$ cat src/design/kv_defines.svh
//**********************************************************************
// key vault defines
// sizes, register map and debug flush patterns for the key vault
//**********************************************************************
`ifndef KV_DEFINES_SVH
`define KV_DEFINES_SVH

// vault geometry
`define KV_NUM_KEYS       8
`define KV_NUM_DWORDS     8
`define KV_NUM_WRITE      2
`define KV_NUM_READ       2
`define KV_SIGNING_ENTRY  7

// register map, word addresses
`define KV_REG_ADDR_W          5
`define KV_CLEAR_SECRETS_ADDR  16

// flush patterns
`define KV_DEBUG_VAL_0  32'hAAAA_AAAA
`define KV_DEBUG_VAL_1  32'h5555_5555

`endif

$ cat src/design/kv_pkg.sv
//**********************************************************************
// key vault package
// width types, client structs, register command and port FSM states
//**********************************************************************
`default_nettype none

`include "kv_defines.svh"

package kv_pkg;

    typedef logic [$clog2(`KV_NUM_KEYS)-1:0]   kv_entry_t;
    typedef logic [$clog2(`KV_NUM_DWORDS)-1:0] kv_offset_t;
    typedef logic [31:0]                       kv_dword_t;
    typedef logic [`KV_NUM_READ-1:0]           kv_dest_t;
    typedef logic [`KV_REG_ADDR_W-1:0]         kv_reg_addr_t;

    // crypto client write request
    typedef struct packed {
        logic       write_en;
        kv_entry_t  write_entry;
        kv_offset_t write_offset;
        kv_dword_t  write_data;
        kv_dest_t   write_dest_valid;
    } kv_write_t;

    typedef struct packed {
        kv_entry_t  read_entry;
        kv_offset_t read_offset;
    } kv_read_t;

    typedef struct packed {
        kv_dword_t read_data;
        logic      error;
        logic      last;
    } kv_rd_resp_t;

    typedef struct packed {
        logic error;
    } kv_wr_resp_t;

    // firmware register command
    typedef struct packed {
        logic         write;
        kv_reg_addr_t addr;
        kv_dword_t    wdata;
    } kv_sw_cmd_t;

    typedef enum logic [1:0] {
        SW_IDLE,
        SW_ACCESS,
        SW_ACK,
        SW_DROP
    } kv_sw_state_e;

endpackage

`default_nettype wire

$ cat src/design/kv_ctrl_regs.sv
//**********************************************************************
// key vault control registers
// sticky locks, clear and flush pulses, debug select and readback
//**********************************************************************
`timescale 1ns/100ps
`default_nettype none

`include "kv_defines.svh"

module kv_ctrl_regs (
    input  logic                                      clk,
    input  logic                                      rst_n_i,
    input  logic                                      reg_access_i,
    input  kv_pkg::kv_sw_cmd_t                        reg_cmd_i,
    input  logic                                      fw_update_window_i,
    input  logic                                      debug_unlock_i,
    input  kv_pkg::kv_dest_t   [`KV_NUM_KEYS-1:0]     dest_valid_i,
    input  kv_pkg::kv_offset_t [`KV_NUM_KEYS-1:0]     last_dword_i,
    output kv_pkg::kv_dword_t                         reg_rdata_o,
    output logic                                      reg_err_o,
    output logic [`KV_NUM_KEYS-1:0]                   wr_blocked_o,
    output logic [`KV_NUM_KEYS-1:0]                   use_locked_o,
    output logic [`KV_NUM_KEYS-1:0]                   clear_o,
    output logic [`KV_NUM_KEYS-1:0]                   flush_o,
    output kv_pkg::kv_dword_t                         debug_value_o
);

    logic [`KV_NUM_KEYS-1:0] lock_wr_q;
    logic [`KV_NUM_KEYS-1:0] lock_use_q;
    logic [`KV_NUM_KEYS-1:0] clear_q;
    logic                    wr_debug_q;
    logic                    sel_debug_q;
    logic                    hit_ctrl;
    logic                    hit_clr;
    logic                    do_write;
    kv_pkg::kv_entry_t       entry;

    // address decode
    assign hit_ctrl  = (reg_cmd_i.addr < `KV_NUM_KEYS);
    assign hit_clr   = (reg_cmd_i.addr == `KV_CLEAR_SECRETS_ADDR);
    assign entry     = reg_cmd_i.addr[$bits(kv_pkg::kv_entry_t)-1:0];
    assign do_write  = reg_access_i & reg_cmd_i.write;
    assign reg_err_o = ~(hit_ctrl | hit_clr);

    always_ff @(posedge clk) begin
        if (!rst_n_i) begin
            lock_wr_q   <= '0;
            lock_use_q  <= '0;
            clear_q     <= '0;
            wr_debug_q  <= 1'b0;
            sel_debug_q <= 1'b0;
        end else begin
            clear_q    <= '0;
            wr_debug_q <= 1'b0;
            if (do_write && hit_ctrl) begin
                // locks only ever set, reset is the way out
                lock_wr_q[entry]  <= lock_wr_q[entry] | reg_cmd_i.wdata[0];
                lock_use_q[entry] <= lock_use_q[entry] | reg_cmd_i.wdata[1];
                clear_q[entry]    <= reg_cmd_i.wdata[2];
            end
            if (do_write && hit_clr) begin
                wr_debug_q  <= reg_cmd_i.wdata[0];
                sel_debug_q <= reg_cmd_i.wdata[1];
            end
        end
    end

    // update window masks every lock
    assign use_locked_o = lock_use_q & {`KV_NUM_KEYS{~fw_update_window_i}};
    assign wr_blocked_o = (lock_wr_q | lock_use_q) & {`KV_NUM_KEYS{~fw_update_window_i}};

    assign clear_o = clear_q & ~wr_blocked_o;
    // debug unlock wipes everything, locked or not
    assign flush_o = ({`KV_NUM_KEYS{wr_debug_q}} & ~wr_blocked_o)
                   | {`KV_NUM_KEYS{debug_unlock_i}};
    assign debug_value_o = sel_debug_q ? `KV_DEBUG_VAL_1 : `KV_DEBUG_VAL_0;

    // readback, clear bit always reads as 0
    always_comb begin
        reg_rdata_o = '0;
        if (hit_ctrl) begin
            reg_rdata_o[0]     = lock_wr_q[entry];
            reg_rdata_o[1]     = lock_use_q[entry];
            reg_rdata_o[9:8]   = dest_valid_i[entry];
            reg_rdata_o[18:16] = last_dword_i[entry];
        end else if (hit_clr) begin
            reg_rdata_o[1] = sel_debug_q;
        end
    end

    locks_sticky: assert property (@(posedge clk) disable iff (!rst_n_i)
        $past(rst_n_i) |-> (((lock_wr_q & $past(lock_wr_q)) == $past(lock_wr_q))
                         && ((lock_use_q & $past(lock_use_q)) == $past(lock_use_q))));

endmodule

`default_nettype wire

$ cat config.mk
export PLATFORM = sky130hd
export DESIGN_NAME = kv_ctrl_regs
export DESIGN_NICKNAME = d
export VERILOG_FILES = /design/src/design/kv_pkg.sv /design/src/design/kv_ctrl_regs.sv
export VERILOG_INCLUDE_DIRS = /design/src /design/src/design
export SDC_FILE = /design/constraint.sdc
export NUM_CORES = 1
export LEC_CHECK = 0
export ABC_AREA = 1
export BUFFER_PORTS_ARGS = -buffer_cell sky130_fd_sc_hd__buf_2
export CAP_MARGIN = 20
export CELL_PAD_IN_SITES_DETAIL_PLACEMENT = 2
export CELL_PAD_IN_SITES_GLOBAL_PLACEMENT = 2
export CORE_MARGIN = 8
export CORE_UTILIZATION = 20
export DETAILED_ROUTE_END_ITERATION = 12
export PLACE_DENSITY_LB_ADDON = 0.1
export SYNTH_ARGS = -nofsm -noshare
export SYNTH_HDL_FRONTEND = slang
export SYNTH_SLANG_ARGS = --single-unit
$ cat constraint.sdc
create_clock -name clk -period 3.4 [get_ports clk]
set_input_delay 0.51 -clock clk [delete_from_list [all_inputs] [get_ports clk]]
set_output_delay 0.51 -clock clk [all_outputs]
set_load 0.02 [all_outputs]
==> metrics.txt <==
status finished clean; Syn Inst Count 396; # fillers 1510; Total Nets Final approximately 570; final cell count without fillers 630; max cap viols 0; DRT Pass-1 Iters 3; Final period util 0.721; Rel. slew slack 0.594; Worst-Skew Late Latency about 0.26 ns; Synth async-reset ratio 0; synthesized flop and latch total 26; r2r setup slk 2.13 ns; clk root buf clkbuf_16; Final Hold Fails 0; Net Sw Frac 0.320; Resize count post-CTS 0; RePlAce Congestion approximately 0.74; final WL ~9600 um; Critical Path Fanout Max 25; hold-fix buffers at CTS 0; Final Instance Area 2890 um^2; hold crit path type input pin to register; Post-synth EDFFs 0; drt wl/cell 15.2 um; Endpoint, Worst Hold sel_debug_q; core area roughly 12000 um^2; crit end category output pin; CTS tree yes; Worst VDD drop 0.000139 V; synth top area cells dfxtp_1 22%, nand2_1 18%, buf_4 18%, inv_1 7.5%, a21oi_1 6.9%; Row Count 40; die area 15800 um^2; grt total ovfl 0; reg2reg path depth 8; worst setup path class input pin to output pin; Sequential Power Share 0.382; first-pass GRT wire length 15100 um; Req. time, crit path around 2.9 ns; mux contribution to synthesized area 0; RSZ-0062 raised after global routing false; count leader, synth nand2_1; achievable frequency 0.408 GHz; Via density 3.99; fin. max-slew vios 0; post-DP HPWL around 7900 um; htree depth 1; worst-case clock buffer depth 2; hold path startpoint rst_n_i; r2r startpoint lock_use_q[1]; top_reg_cell synth dfxtp_1; Tmin final between 2 and 2.5 ns; Avg Cell Area, Syn 6.08 um^2; placed cell area about 2800 um^2; Arrival @ worst endpoint 1.94 ns; CTS Buf Count 3; share of post-route cells with drive strength above 1 0.331; Ant. Diodes 0; Initial DRC Count 42; area share of the largest cell type after synthesis 0.216; Clk pwr share 0.364; commonest cells in the netlist 117 x nand2_1, 57 x buf_4, 48 x inv_1; Vias ~2500; Initial Util 0.203; vias in the first global route 2801; compound-cell area share of the yosys netlist 0.0920; IO buf count 125; largest area contributor in the netlist dfxtp_1; power per cell area 278 nW/um^2; GRT Total Usage 0.118; post-route ant nets 0; hold slack 0.501 ns; worst reg2reg endpoint lock_use_q[6]; io pins between 150 and 200; Comb power frac 0.254; net load switching power 0.257 mW; post-route setup TNS 0 ns; largest net degree at the start of global routing 26; Setup Fix Bufs, Post-CTS 0; DIE HEIGHT 126 um; Post-Synth Adder-Cell Area 0; Syn-to-layout area delta 20.1%; Synth warnings 0; cell area after synthesis 2410 um^2; initial antenna violation count 0; clk_skew 0.00311 ns; hold path depth 3; DP Cell Count 626; Clock Pin Slew Worst Setup and Hold Paths ~0.070 ns; Internal Pwr Total 0.546 mW; sequential fraction of the synthesis area 0.216; Startpoint Class input pin; Pleak approximately 1.6 nW; main combinational cell family by area after synthesis simple AND/OR/NAND/NOR gates; clk sink count 26; Final setup viols 0; Synth Area in Simple Gates 0.382; Synth Area in XOR/XNOR 0; worst slew pin tran 0.609 ns; Die W around 130 um; residual DRC count 0; Yosys cell types 25
[logic make-up (layout without fill, tap and decap cells)]
group,after synthesis,in the layout
buffers and inverters,127,190
other,1,25
DFF,26,26
AOI/OAI and AO/OA,44,44
and+or+nand+nor,198,198
[state kept, by name, summed over array words and instances, names as in the netlist]
| signal | count |
|---|---|
| clear_q | 8 |
| lock_use_q | 8 |
| lock_wr_q | 8 |
| sel_debug_q | 1 |
| wr_debug_q | 1 |
[layer usage]
layer | track usage | vias to the layer above | routed length [um]
met2 | 0.223 | 75 | 4840
met3 | 0.0363 | 4 | 725
met1 | 0.126 | 1143 | 3910
met4 | 0.0258 | 0 | 80
li1 | - | 1290 | -
met5 | 0 | - | 0
[cell usage in the layout (no fill, tap or decap), drive strengths merged]
cell type    n
nor4         1
nand3       25
o22ai        1
inv         53
clkbuf       4
o21ai       10
dfxtp       26
conb        25
nand2      126
buf        125
nor2        46
a21oi       33
clkinv       8
[area by class of cell]
cell class                      count  area (um^2)  share of cell area
Inverter                           61          238              0.0822
Clock buffer                        4         88.8              0.0307
Tap cell                          147          184              0.0636
Multi-Input combinational cell    267         1230               0.427
Timing Repair Buffer              125          626               0.216
Sequential cell                    26          520               0.180
[power by group through the flow]
stage	clock [mW]	combinational (mW)	sequential (mW)
2_1_floorplan	0	0.164	0.314
3_3_place_gp	0	0.206	0.314
3_5_place_dp	0	0.209	0.314
4_1_cts	0.300	0.209	0.307
5_1_grt	0.309	0.227	0.307
6_report	0.292	0.204	0.307
[critical path: stages]
cell and delay (ns):
buf_2 0.48, inv_8 0.19, nand2_1 0.12, nand3_1 0.08, nand2_1 0.17, nor2_8 0.09, o22ai_1 0.10, buf_2 0.19
[worst max-delay path by stage]
stage / from / to / slack (ns) / depth (start not counted)
floorplan: fw_update_window_i / flush_o[6] / 1.30 / 4
global placement: reg_cmd_i[32] / reg_rdata_o[1] / 0.91 / 8
detailed placement: reg_cmd_i[32] / reg_rdata_o[1] / 0.88 / 8
CTS: reg_cmd_i[32] / reg_rdata_o[1] / 0.88 / 8
global route: reg_cmd_i[32] / reg_rdata_o[1] / 0.83 / 8
finish: reg_cmd_i[32] / reg_rdata_o[1] / 0.95 / 8
[per-stage QoR]
stage | total power, mW | setup WS (ns) | utilization
floorplan | 0.478 | 1.30 | -
global placement | 0.519 | 0.914 | 0.236
detailed placement | 0.522 | 0.882 | 0.236
CTS | 0.816 | 0.881 | 0.244
global route | 0.843 | 0.827 | 0.244
finish | 0.803 | 0.949 | 0.244
(Power assumes the default switching activity.)
