--- config.mk ---
export PLATFORM = sky130hd
export DESIGN_NAME = kv_sw_port
export DESIGN_NICKNAME = d
export VERILOG_FILES = /design/src/design/kv_pkg.sv /design/src/design/kv_sw_port.sv
export VERILOG_INCLUDE_DIRS = /design/src /design/src/design
export SDC_FILE = /design/constraint.sdc
export NUM_CORES = 1
export LEC_CHECK = 0
export BUFFER_PORTS_ARGS = -buffer_cell sky130_fd_sc_hd__buf_2
export CAP_MARGIN = 15
export CORE_ASPECT_RATIO = 2
export CORE_MARGIN = 4
export CORE_UTILIZATION = 45
export DETAILED_ROUTE_END_ITERATION = 8
export PLACE_DENSITY = 0.84
export SKIP_CTS_REPAIR_TIMING = 1
export SYNTH_ARGS = -nofsm -noshare
export SYNTH_HDL_FRONTEND = slang
export SYNTH_SLANG_ARGS = --single-unit
export TNS_END_PERCENT = 20
--- constraint.sdc ---
create_clock -name clk -period 4.3 [get_ports clk]
set_clock_uncertainty 0.05 [all_clocks]
set_input_delay 0 -clock clk [delete_from_list [all_inputs] [get_ports clk]]
set_output_delay 0 -clock clk [all_outputs]
set_load 0.1 [all_outputs]
--- src/design/kv_defines.svh ---
//**********************************************************************
// key vault defines
// sizes, register map and debug flush patterns for the key vault
//**********************************************************************
`ifndef KV_DEFINES_SVH
`define KV_DEFINES_SVH

// vault geometry
`define KV_NUM_KEYS       8
`define KV_NUM_DWORDS     8
`define KV_NUM_WRITE      2
`define KV_NUM_READ       2
`define KV_SIGNING_ENTRY  7

// register map, word addresses
`define KV_REG_ADDR_W          5
`define KV_CLEAR_SECRETS_ADDR  16

// flush patterns
`define KV_DEBUG_VAL_0  32'hAAAA_AAAA
`define KV_DEBUG_VAL_1  32'h5555_5555

`endif

--- src/design/kv_pkg.sv ---
//**********************************************************************
// key vault package
// width types, client structs, register command and port FSM states
//**********************************************************************
`default_nettype none

`include "kv_defines.svh"

package kv_pkg;

    typedef logic [$clog2(`KV_NUM_KEYS)-1:0]   kv_entry_t;
    typedef logic [$clog2(`KV_NUM_DWORDS)-1:0] kv_offset_t;
    typedef logic [31:0]                       kv_dword_t;
    typedef logic [`KV_NUM_READ-1:0]           kv_dest_t;
    typedef logic [`KV_REG_ADDR_W-1:0]         kv_reg_addr_t;

    // crypto client write request
    typedef struct packed {
        logic       write_en;
        kv_entry_t  write_entry;
        kv_offset_t write_offset;
        kv_dword_t  write_data;
        kv_dest_t   write_dest_valid;
    } kv_write_t;

    typedef struct packed {
        kv_entry_t  read_entry;
        kv_offset_t read_offset;
    } kv_read_t;

    typedef struct packed {
        kv_dword_t read_data;
        logic      error;
        logic      last;
    } kv_rd_resp_t;

    typedef struct packed {
        logic error;
    } kv_wr_resp_t;

    // firmware register command
    typedef struct packed {
        logic         write;
        kv_reg_addr_t addr;
        kv_dword_t    wdata;
    } kv_sw_cmd_t;

    typedef enum logic [1:0] {
        SW_IDLE,
        SW_ACCESS,
        SW_ACK,
        SW_DROP
    } kv_sw_state_e;

endpackage

`default_nettype wire

--- src/design/kv_sw_port.sv ---
//**********************************************************************
// key vault firmware port
// four-phase req/ack slave, one register access per handshake
//**********************************************************************
`timescale 1ns/100ps
`default_nettype none

module kv_sw_port (
    input  logic               clk,
    input  logic               rst_n_i,
    input  logic               sw_req_i,
    input  kv_pkg::kv_sw_cmd_t sw_cmd_i,
    input  kv_pkg::kv_dword_t  reg_rdata_i,
    input  logic               reg_err_i,
    output logic               sw_ack_o,
    output kv_pkg::kv_dword_t  sw_rdata_o,
    output logic               sw_err_o,
    output logic               reg_access_o,
    output kv_pkg::kv_sw_cmd_t reg_cmd_o
);

    kv_pkg::kv_sw_state_e state_q;
    kv_pkg::kv_sw_state_e state_d;

    always_comb begin
        state_d = state_q;
        case (state_q)
            kv_pkg::SW_IDLE: begin
                if (sw_req_i) begin
                    state_d = kv_pkg::SW_ACCESS;
                end
            end
            kv_pkg::SW_ACCESS: state_d = kv_pkg::SW_ACK;
            kv_pkg::SW_ACK: begin
                // hold ack until the master lets go of req
                if (!sw_req_i) begin
                    state_d = kv_pkg::SW_DROP;
                end
            end
            default: state_d = kv_pkg::SW_IDLE;
        endcase
    end

    always_ff @(posedge clk) begin
        if (!rst_n_i) begin
            state_q <= kv_pkg::SW_IDLE;
        end else begin
            state_q <= state_d;
        end
    end

    // command latched on accept, response latched at the end of the access
    always_ff @(posedge clk) begin
        if (state_q == kv_pkg::SW_IDLE && sw_req_i) begin
            reg_cmd_o <= sw_cmd_i;
        end
        if (state_q == kv_pkg::SW_ACCESS) begin
            sw_rdata_o <= reg_rdata_i;
            sw_err_o   <= reg_err_i;
        end
    end

    assign reg_access_o = (state_q == kv_pkg::SW_ACCESS);
    assign sw_ack_o     = (state_q == kv_pkg::SW_ACK);

    ack_follows_req: assert property (@(posedge clk) disable iff (!rst_n_i)
        $rose(sw_ack_o) |-> sw_req_i);

    access_single_pulse: assert property (@(posedge clk) disable iff (!rst_n_i)
        reg_access_o |=> !reg_access_o);

endmodule

`default_nettype wire

==> run summary, run 1 <==
Worst-case setup slack after placement: 2492 ps
Count of vias placed by the detailed router: 1798
Internal power consumption: 1.550 mW
CTS H-Tree Depth: 3
Post-route fraction of the period consumed by the critical path: 0.4216
Hold Violations, Final: 0
Part of the Yosys area used for sequential elements: 0.9460
Boundary pin count: 147
Number of antenna violations at the first check in global routing: 0
Total grt overflow: 0
Arrival time at the worst endpoint: 1730 ps
Pin count of the biggest net entering global routing: 39
Critical path start-end classification: reg2reg
DR top layer: met4
Synth Net Count: 166
Port Buffers: 146
Number of storage elements in the synthesis netlist: 73
Metal3 WL: 877 microns
Sequential share of power: 0.328
Worst vdd ir: 0.7021 mV
Core Area: 4910 sq um
Detail Route met2 WL: 4260 microns
Fraction of power consumed by combinational cells: 0.500
Antenna Violating Nets Remaining: 0
Cells traversed along the worst timing path: inv_1 -> ha_1 -> and2_2
Mean instance size in the synthesized netlist: 26.39 sq um
Root buffer cell: sky130_fd_sc_hd__clkbuf_8
GR Util All Layers: 0.1828
Sw Share: 0.5296
Clock Tree Buf Depth: 2
Number of distinct library cells after synthesis: 9
Number of buffers created by CTS: 9
Required time at the worst-slack endpoint: 4220 ps
Worst max-slew margin expressed relative to the limit: 0.4358
Standard cell with the maximum stage delay on the critical path: sky130_fd_sc_hd__and2_2
Worst R2R Path Depth: 3
Max-cap violation count: 0
Initial core utilization: 0.4676
Leakage component of the power: 1.748 nW
Kind of end point of the critical path: flop
Measured slew at the worst slew-check pin: 846.3 ps
Routed length per instance: 20.44 microns
Routability congestion estimate: 0.6730
Psw: 1.745 mW
R2r startpoint: state_q[0]
Startpoint types: flop
End of the worst hold path: state_q[0]
Post-synthesis cell count: 87
Max Slew Vio Count: 0
Delay of the slowest cell on the worst path: 710 ps
Number of optimization iterations in the first detailed-route pass: 4
Final critical delay including setup and external delays: 1813 ps
Total Wirelength: 7746 microns
Number of warning messages in the yosys log: 0
CP delay by family, top: simple AND/OR/NAND/NOR gates
Clock latency on the worst-skew pair: 340 ps
RSZ-0062 raised after global routing: false
Crit path buffers/inverters: 1
Height of the chip: 109.0 microns
Number of endpoints failing setup at the final stage: 0
Die Area: 6378 sq um
Post-route met1 wirelength: 2381 microns
Setup_tns: 0 ps
Min-delay src: sw_req_i
Layout area overhead: 75.80%
Clock power share: 0.172
Class of the tightest hold or removal check: in2reg
Global-route wire length before repair: 7866 microns
Clock Sink Count: 73
Std cell rows: 36
Combined area of all synthesized cells: 2296 sq um
Worst Setup Slack, final: 2487 ps
Commonest cells after routing, fill and taps aside: sky130_fd_sc_hd__buf_2, sky130_fd_sc_hd__dlygate4sd3_1, sky130_fd_sc_hd__edfxtp_1
Via count of the first global-routing pass: 1426
Ratio of cells with drive above 1 in the final layout: 0.5062
Ant. Diodes: 0
DRT iter0 DRCs: 62
Clock slew seen by the registers of the worst setup and hold paths: 70 ps
Status: completed
Horizontal die dimension: 58.51 microns
Via/cell ratio: 4.744
PD cells: 816.1 nW/um^2
Highest achievable clock rate: 0.5516 GHz
Depth of the worst hold-timing path: 3
Net count of the finished layout: 396
Critical-path maximum fanout: 38
Leading cell type in the layout, fill and taps excluded: sky130_fd_sc_hd__buf_2
CTS tree: built
Remaining routing DRC violations: 0
Reg2reg setup slack: 2490 ps
Reg2Reg Capture Point: reg_cmd_o[8]
how the worst max path moves through the flow:
stage                     depth (start not counted)            end        from
after floorplan                                   2       sw_err_o  state_q[1]
after global placement                            3  reg_cmd_o[12]  state_q[0]
after detailed placement                          3  reg_cmd_o[27]  state_q[0]
after CTS                                         3   reg_cmd_o[8]  state_q[0]
after global routing                              3  reg_cmd_o[29]  state_q[0]
final                                             3   reg_cmd_o[8]  state_q[0]
kinds of logic (layout without fill, tap and decap cells):
kind of cell | after synthesis | count (layout) | share of synthesized area
compound gates | 2 | 2 | 0.008175
fa+ha+maj | 5 | 5 | 0.02725
buf+inv | 2 | 237 | 0.003271
flops | 73 | 73 | 0.9460
mux | 2 | 2 | 0.008720
simple gates | 3 | 3 | 0.006542
per-layer routing:
metal	track usage	up-vias
met1	0.1905	846
met3	0.08886	18
met2	0.2960	133
li1	-	801
met4	0.09784	0
met5	0	-
power by group through the flow:
stage | logic [mW] | registers, mW | clock network [mW]
final | 1.65 | 1.08 | 0.566
after CTS | 1.59 | 1.07 | 0.572
after global routing | 1.68 | 1.10 | 0.607
after global placement | 1.56 | 1.07 | 0
after floorplan | 0.196 | 2.23 | 0
after detailed placement | 1.58 | 1.09 | 0
stage by stage:
step                power, mW  instances  hold slack [ps]  area [sq um]    util
global placement        2.632        291            127.0          3105  0.6325
detailed placement      2.672        291            128.1          3105  0.6325
CTS                     3.229        307           -240.2          3316  0.6753
global route            3.386        379            14.35          4036  0.8221
finish                  3.294        379            6.695          4036  0.8221
floorplan               2.426         87            48.87          2296       -
worst min-delay path, delay by kind of cell:
family                 cells  cell delay, ps
buffers and inverters      1             110
AO/OA/AOI/OAI              2             250
synth_stat cells:
master,count,share of area
sky130_fd_sc_hd__edfxtp_1,71,0.93
sky130_fd_sc_hd__ha_1,5,0.027
sky130_fd_sc_hd__dfxtp_1,2,0.017
sky130_fd_sc_hd__inv_1,2,0.0033
sky130_fd_sc_hd__mux2i_1,2,0.0087
sky130_fd_sc_hd__nand2_1,2,0.0033
sky130_fd_sc_hd__a211o_1,1,0.0038
sky130_fd_sc_hd__and2_2,1,0.0033
sky130_fd_sc_hd__o211a_1,1,0.0044
area by class of cell:
cell class | count | area (sq um)
Fill cell | 214 | 873.3
Clock inverter | 6 | 82.58
Multi-Input combinational cell | 12 | 116.4
Inverter | 2 | 7.507
Timing Repair Buffer | 219 | 1459
Tap cell | 57 | 71.32
Sequential cell | 73 | 2172
Clock buffer | 10 | 127.6
sequential cells by signal, indices dropped and copies added (netlist names):
signal      count
sw_err_o        1
state_q         2
sw_rdata_o     32
reg_cmd_o      38
Note: power is estimated with default switching activity, not from simulation.
==> run 2, diff against run 1 <==
--- a/config.mk
+++ b/config.mk
@@ -10,9 +10,9 @@
 export CAP_MARGIN = 15
 export CORE_ASPECT_RATIO = 2
 export CORE_MARGIN = 4
-export CORE_UTILIZATION = 45
+export CORE_UTILIZATION = 41
 export DETAILED_ROUTE_END_ITERATION = 8
-export PLACE_DENSITY = 0.84
+export PLACE_DENSITY = 0.78
 export SKIP_CTS_REPAIR_TIMING = 1
 export SYNTH_ARGS = -nofsm -noshare
 export SYNTH_HDL_FRONTEND = slang
==> constraint.sdc (replaced) <==
create_clock -name clk -period 1.9 [get_ports clk]
set_clock_uncertainty 0.05 [all_clocks]
set_input_delay 0 -clock clk [delete_from_list [all_inputs] [get_ports clk]]
set_output_delay 0 -clock clk [all_outputs]
set_load 0.1 [all_outputs]
==> run 2 against run 1 <==
  * Register-to-register slack got worse by 2000 ps
  * Total power increased by 120%
  * Sequential cell count unchanged
  * Final cell count increased by 1.1%
  * Non-clock buffer count increased by 1
  * Die area increased by 8.7%
  * Worst hold slack got worse by 5.1 ps
  * Sequential power increased by 120%
  * Critical path type is now reg2out
==> run summary, run 2 (same netlist as run 1, synthesis figures left out) <==
Status: completed
R2r startpoint: state_q[0]
CTS tree: built
Depth of the worst hold-timing path: 3 (unchanged)
Max-cap violation count: 0 (unchanged)
Sw Share: 0.5292 (about the same)
Leading cell type in the layout, fill and taps excluded: sky130_fd_sc_hd__buf_2
Horizontal die dimension: 60.92 microns (+4.1%)
Fraction of power consumed by combinational cells: 0.513 (+0.013)
Arrival time at the worst endpoint: 1390 ps (-340 ps)
Number of antenna violations at the first check in global routing: 0 (unchanged)
Final critical delay including setup and external delays: 1440 ps
Boundary pin count: 147 (unchanged)
Worst R2R Path Depth: 4 (+1)
Filler cell count: 334 (+56%)
DRT iter0 DRCs: 67 (+8.1%)
Pin count of the biggest net entering global routing: 39 (unchanged)
Final core occ: 0.7435 (-0.07858)
Worst vdd ir: 1.367 mV (+95%)
Sequential share of power: 0.334 (+0.006)
End of the worst hold path: state_q[1]
Critical path start-end classification: reg2out
Reg2reg setup slack: 490 ps (-2000 ps)
Smallest hold slack: 1.569 ps (-5.126 ps)
Via/cell ratio: 4.499 (-5.2%)
Startpoint types: flop
Post-route fraction of the period consumed by the critical path: 0.7579
Routability congestion estimate: 0.7315 (+8.7%)
Max Slew Vio Count: 0 (unchanged)
Clock Tree Buf Depth: 2 (unchanged)
Register name with the most flops: reg_cmd_o
Count of vias placed by the detailed router: 1723 (-4.2%)
Leakage component of the power: 1.736 nW (-0.67%)
Layout area overhead: 75.53%
Internal power consumption: 3.402 mW (+120%)
PD cells: 1793 nW/um^2 (+120%)
Std cell rows: 38 (+5.6%)
Ratio of cells with drive above 1 in the final layout: 0.4954 (-0.01086)
Antenna Violating Nets Remaining: 0 (unchanged)
Leading registers by flop count: reg_cmd_o: 38 flops, sw_rdata_o: 32 flops, state_q: 2 flops
Via count of the first global-routing pass: 1492 (+4.6%)
Die Area: 6934 sq um (+8.7%)
Port Buffers: 146 (unchanged)
Hold Violations, Final: 0 (unchanged)
Clock power share: 0.153 (-0.019)
Clock latency on the worst-skew pair: 320 ps (-20 ps)
Highest achievable clock rate: 0.6945 GHz
Measured slew at the worst slew-check pin: 508.5 ps (-337.8 ps)
Final non-filler cell total: 383 (+1.1%)
Sequential standard cell area: 2172 sq um (unchanged)
Number of buffers created by CTS: 9 (unchanged)
Sum of net half-perimeters after detailed placement: 4080 microns
Initial core utilization: 0.4236 (-0.04404)
Kind of end point of the critical path: output port
Clock slew seen by the registers of the worst setup and hold paths: 60 ps (about the same)
Commonest cells after routing, fill and taps aside: sky130_fd_sc_hd__buf_2, sky130_fd_sc_hd__dlygate4sd3_1, sky130_fd_sc_hd__edfxtp_1
Largest register FFs: 38 (unchanged)
Area of combinational cells with multiple inputs: 116.4 sq um (unchanged)
Required time at the worst-slack endpoint: 1850 ps (-2370 ps)
GR Util All Layers: 0.1505 (-0.03227)
Setup_tns: 0 ps (unchanged)
Routed length per instance: 16.74 microns (-18%)
Psw: 3.823 mW (+120%)
Core Area: 5420 sq um (+10%)
Number of optimization iterations in the first detailed-route pass: 3 (-1)
Post-placement cell count: 295 (+1.4%)
Net count of the finished layout: 397 (+0.25%)
Number of endpoints failing setup at the final stage: 0 (unchanged)
Clock Sink Count: 73 (unchanged)
Total grt overflow: 0 (unchanged)
Root buffer cell: sky130_fd_sc_hd__clkbuf_8
Class of the tightest hold or removal check: in2reg
Critical-path maximum fanout: 4 (-89%)
Min-delay src: sw_req_i
Total Wirelength: 6411 microns (-17%)
RSZ-0062 raised after global routing: false
Worst max-slew margin expressed relative to the limit: 0.6634 (+0.2275)
Reg2Reg Capture Point: reg_cmd_o[0]
Global-route wire length before repair: 7169 microns (-8.9%)
Height of the chip: 113.8 microns (+4.4%)
Ant. Diodes: 0 (unchanged)
Remaining routing DRC violations: 0 (unchanged)
CTS H-Tree Depth: 3 (unchanged)
==> run 2: changes by cell type in the layout (fill, tap and decap cells not counted), sizes merged <==
cell / delta
bufinv: -1
clkinv: -2
buf: +1
clkbuf: +3
==> run 2: area by class of cell <==
class | count | share of cell area
clock buffers | 13 | 0.03446
clock inverters | 3 | 0.01025
inverters | 2 | 0.001863
multi-input cells | 12 | 0.02887
flip-flops and latches | 73 | 0.5390
well taps | 60 | 0.01863
repair buffers | 220 | 0.3670
==> run 2: power groups by stage <==
stage	Combinational, mW	Clock [mW]	Sequential [mW]
after floorplan	0.444	0	5.05
after global placement	3.57	0	2.41
after detailed placement	3.61	0	2.44
after CTS	3.61	1.14	2.41
after global routing	3.81	1.21	2.45
final	3.70	1.11	2.41
==> run 2: per-stage QoR <==
stage	setup slack [ps]	total power, mW	cell area (sq um)
global route	402.8	7.469	4030
detailed placement	485.9	6.047	3129
finish	460.1	7.224	4030
CTS	429.7	7.156	3309
floorplan	190.5	5.491	2296
global placement	560.8	5.986	3129
==> run 2: metal layers <==
metal | vias up | GRT usage | wire length, microns
li1 | 806 | - | -
met1 | 823 | 0.1508 | 2051
met2 | 82 | 0.2480 | 3742
met3 | 12 | 0.04643 | 476
met4 | 0 | 0.1114 | 141
met5 | - | 0 | 0
==> run 2: how the worst max path moves through the flow <==
stage                     slack, ps       endpoint  cells after the start  startpoint
after global placement          560   reg_cmd_o[0]                      4  state_q[0]
after CTS                       430       sw_ack_o                      3  state_q[0]
final                           460       sw_ack_o                      3  state_q[0]
after floorplan                 190       sw_err_o                      2  state_q[1]
after detailed placement        490  reg_cmd_o[20]                      4  state_q[0]
after global routing            400       sw_ack_o                      3  state_q[0]
==> run 2: worst max-delay path, cell delays in order (launching register included) <==
cell and delay, ps:
sky130_fd_sc_hd__dfxtp_1 340, sky130_fd_sc_hd__inv_1 110, sky130_fd_sc_hd__ha_1 180, sky130_fd_sc_hd__buf_2 430
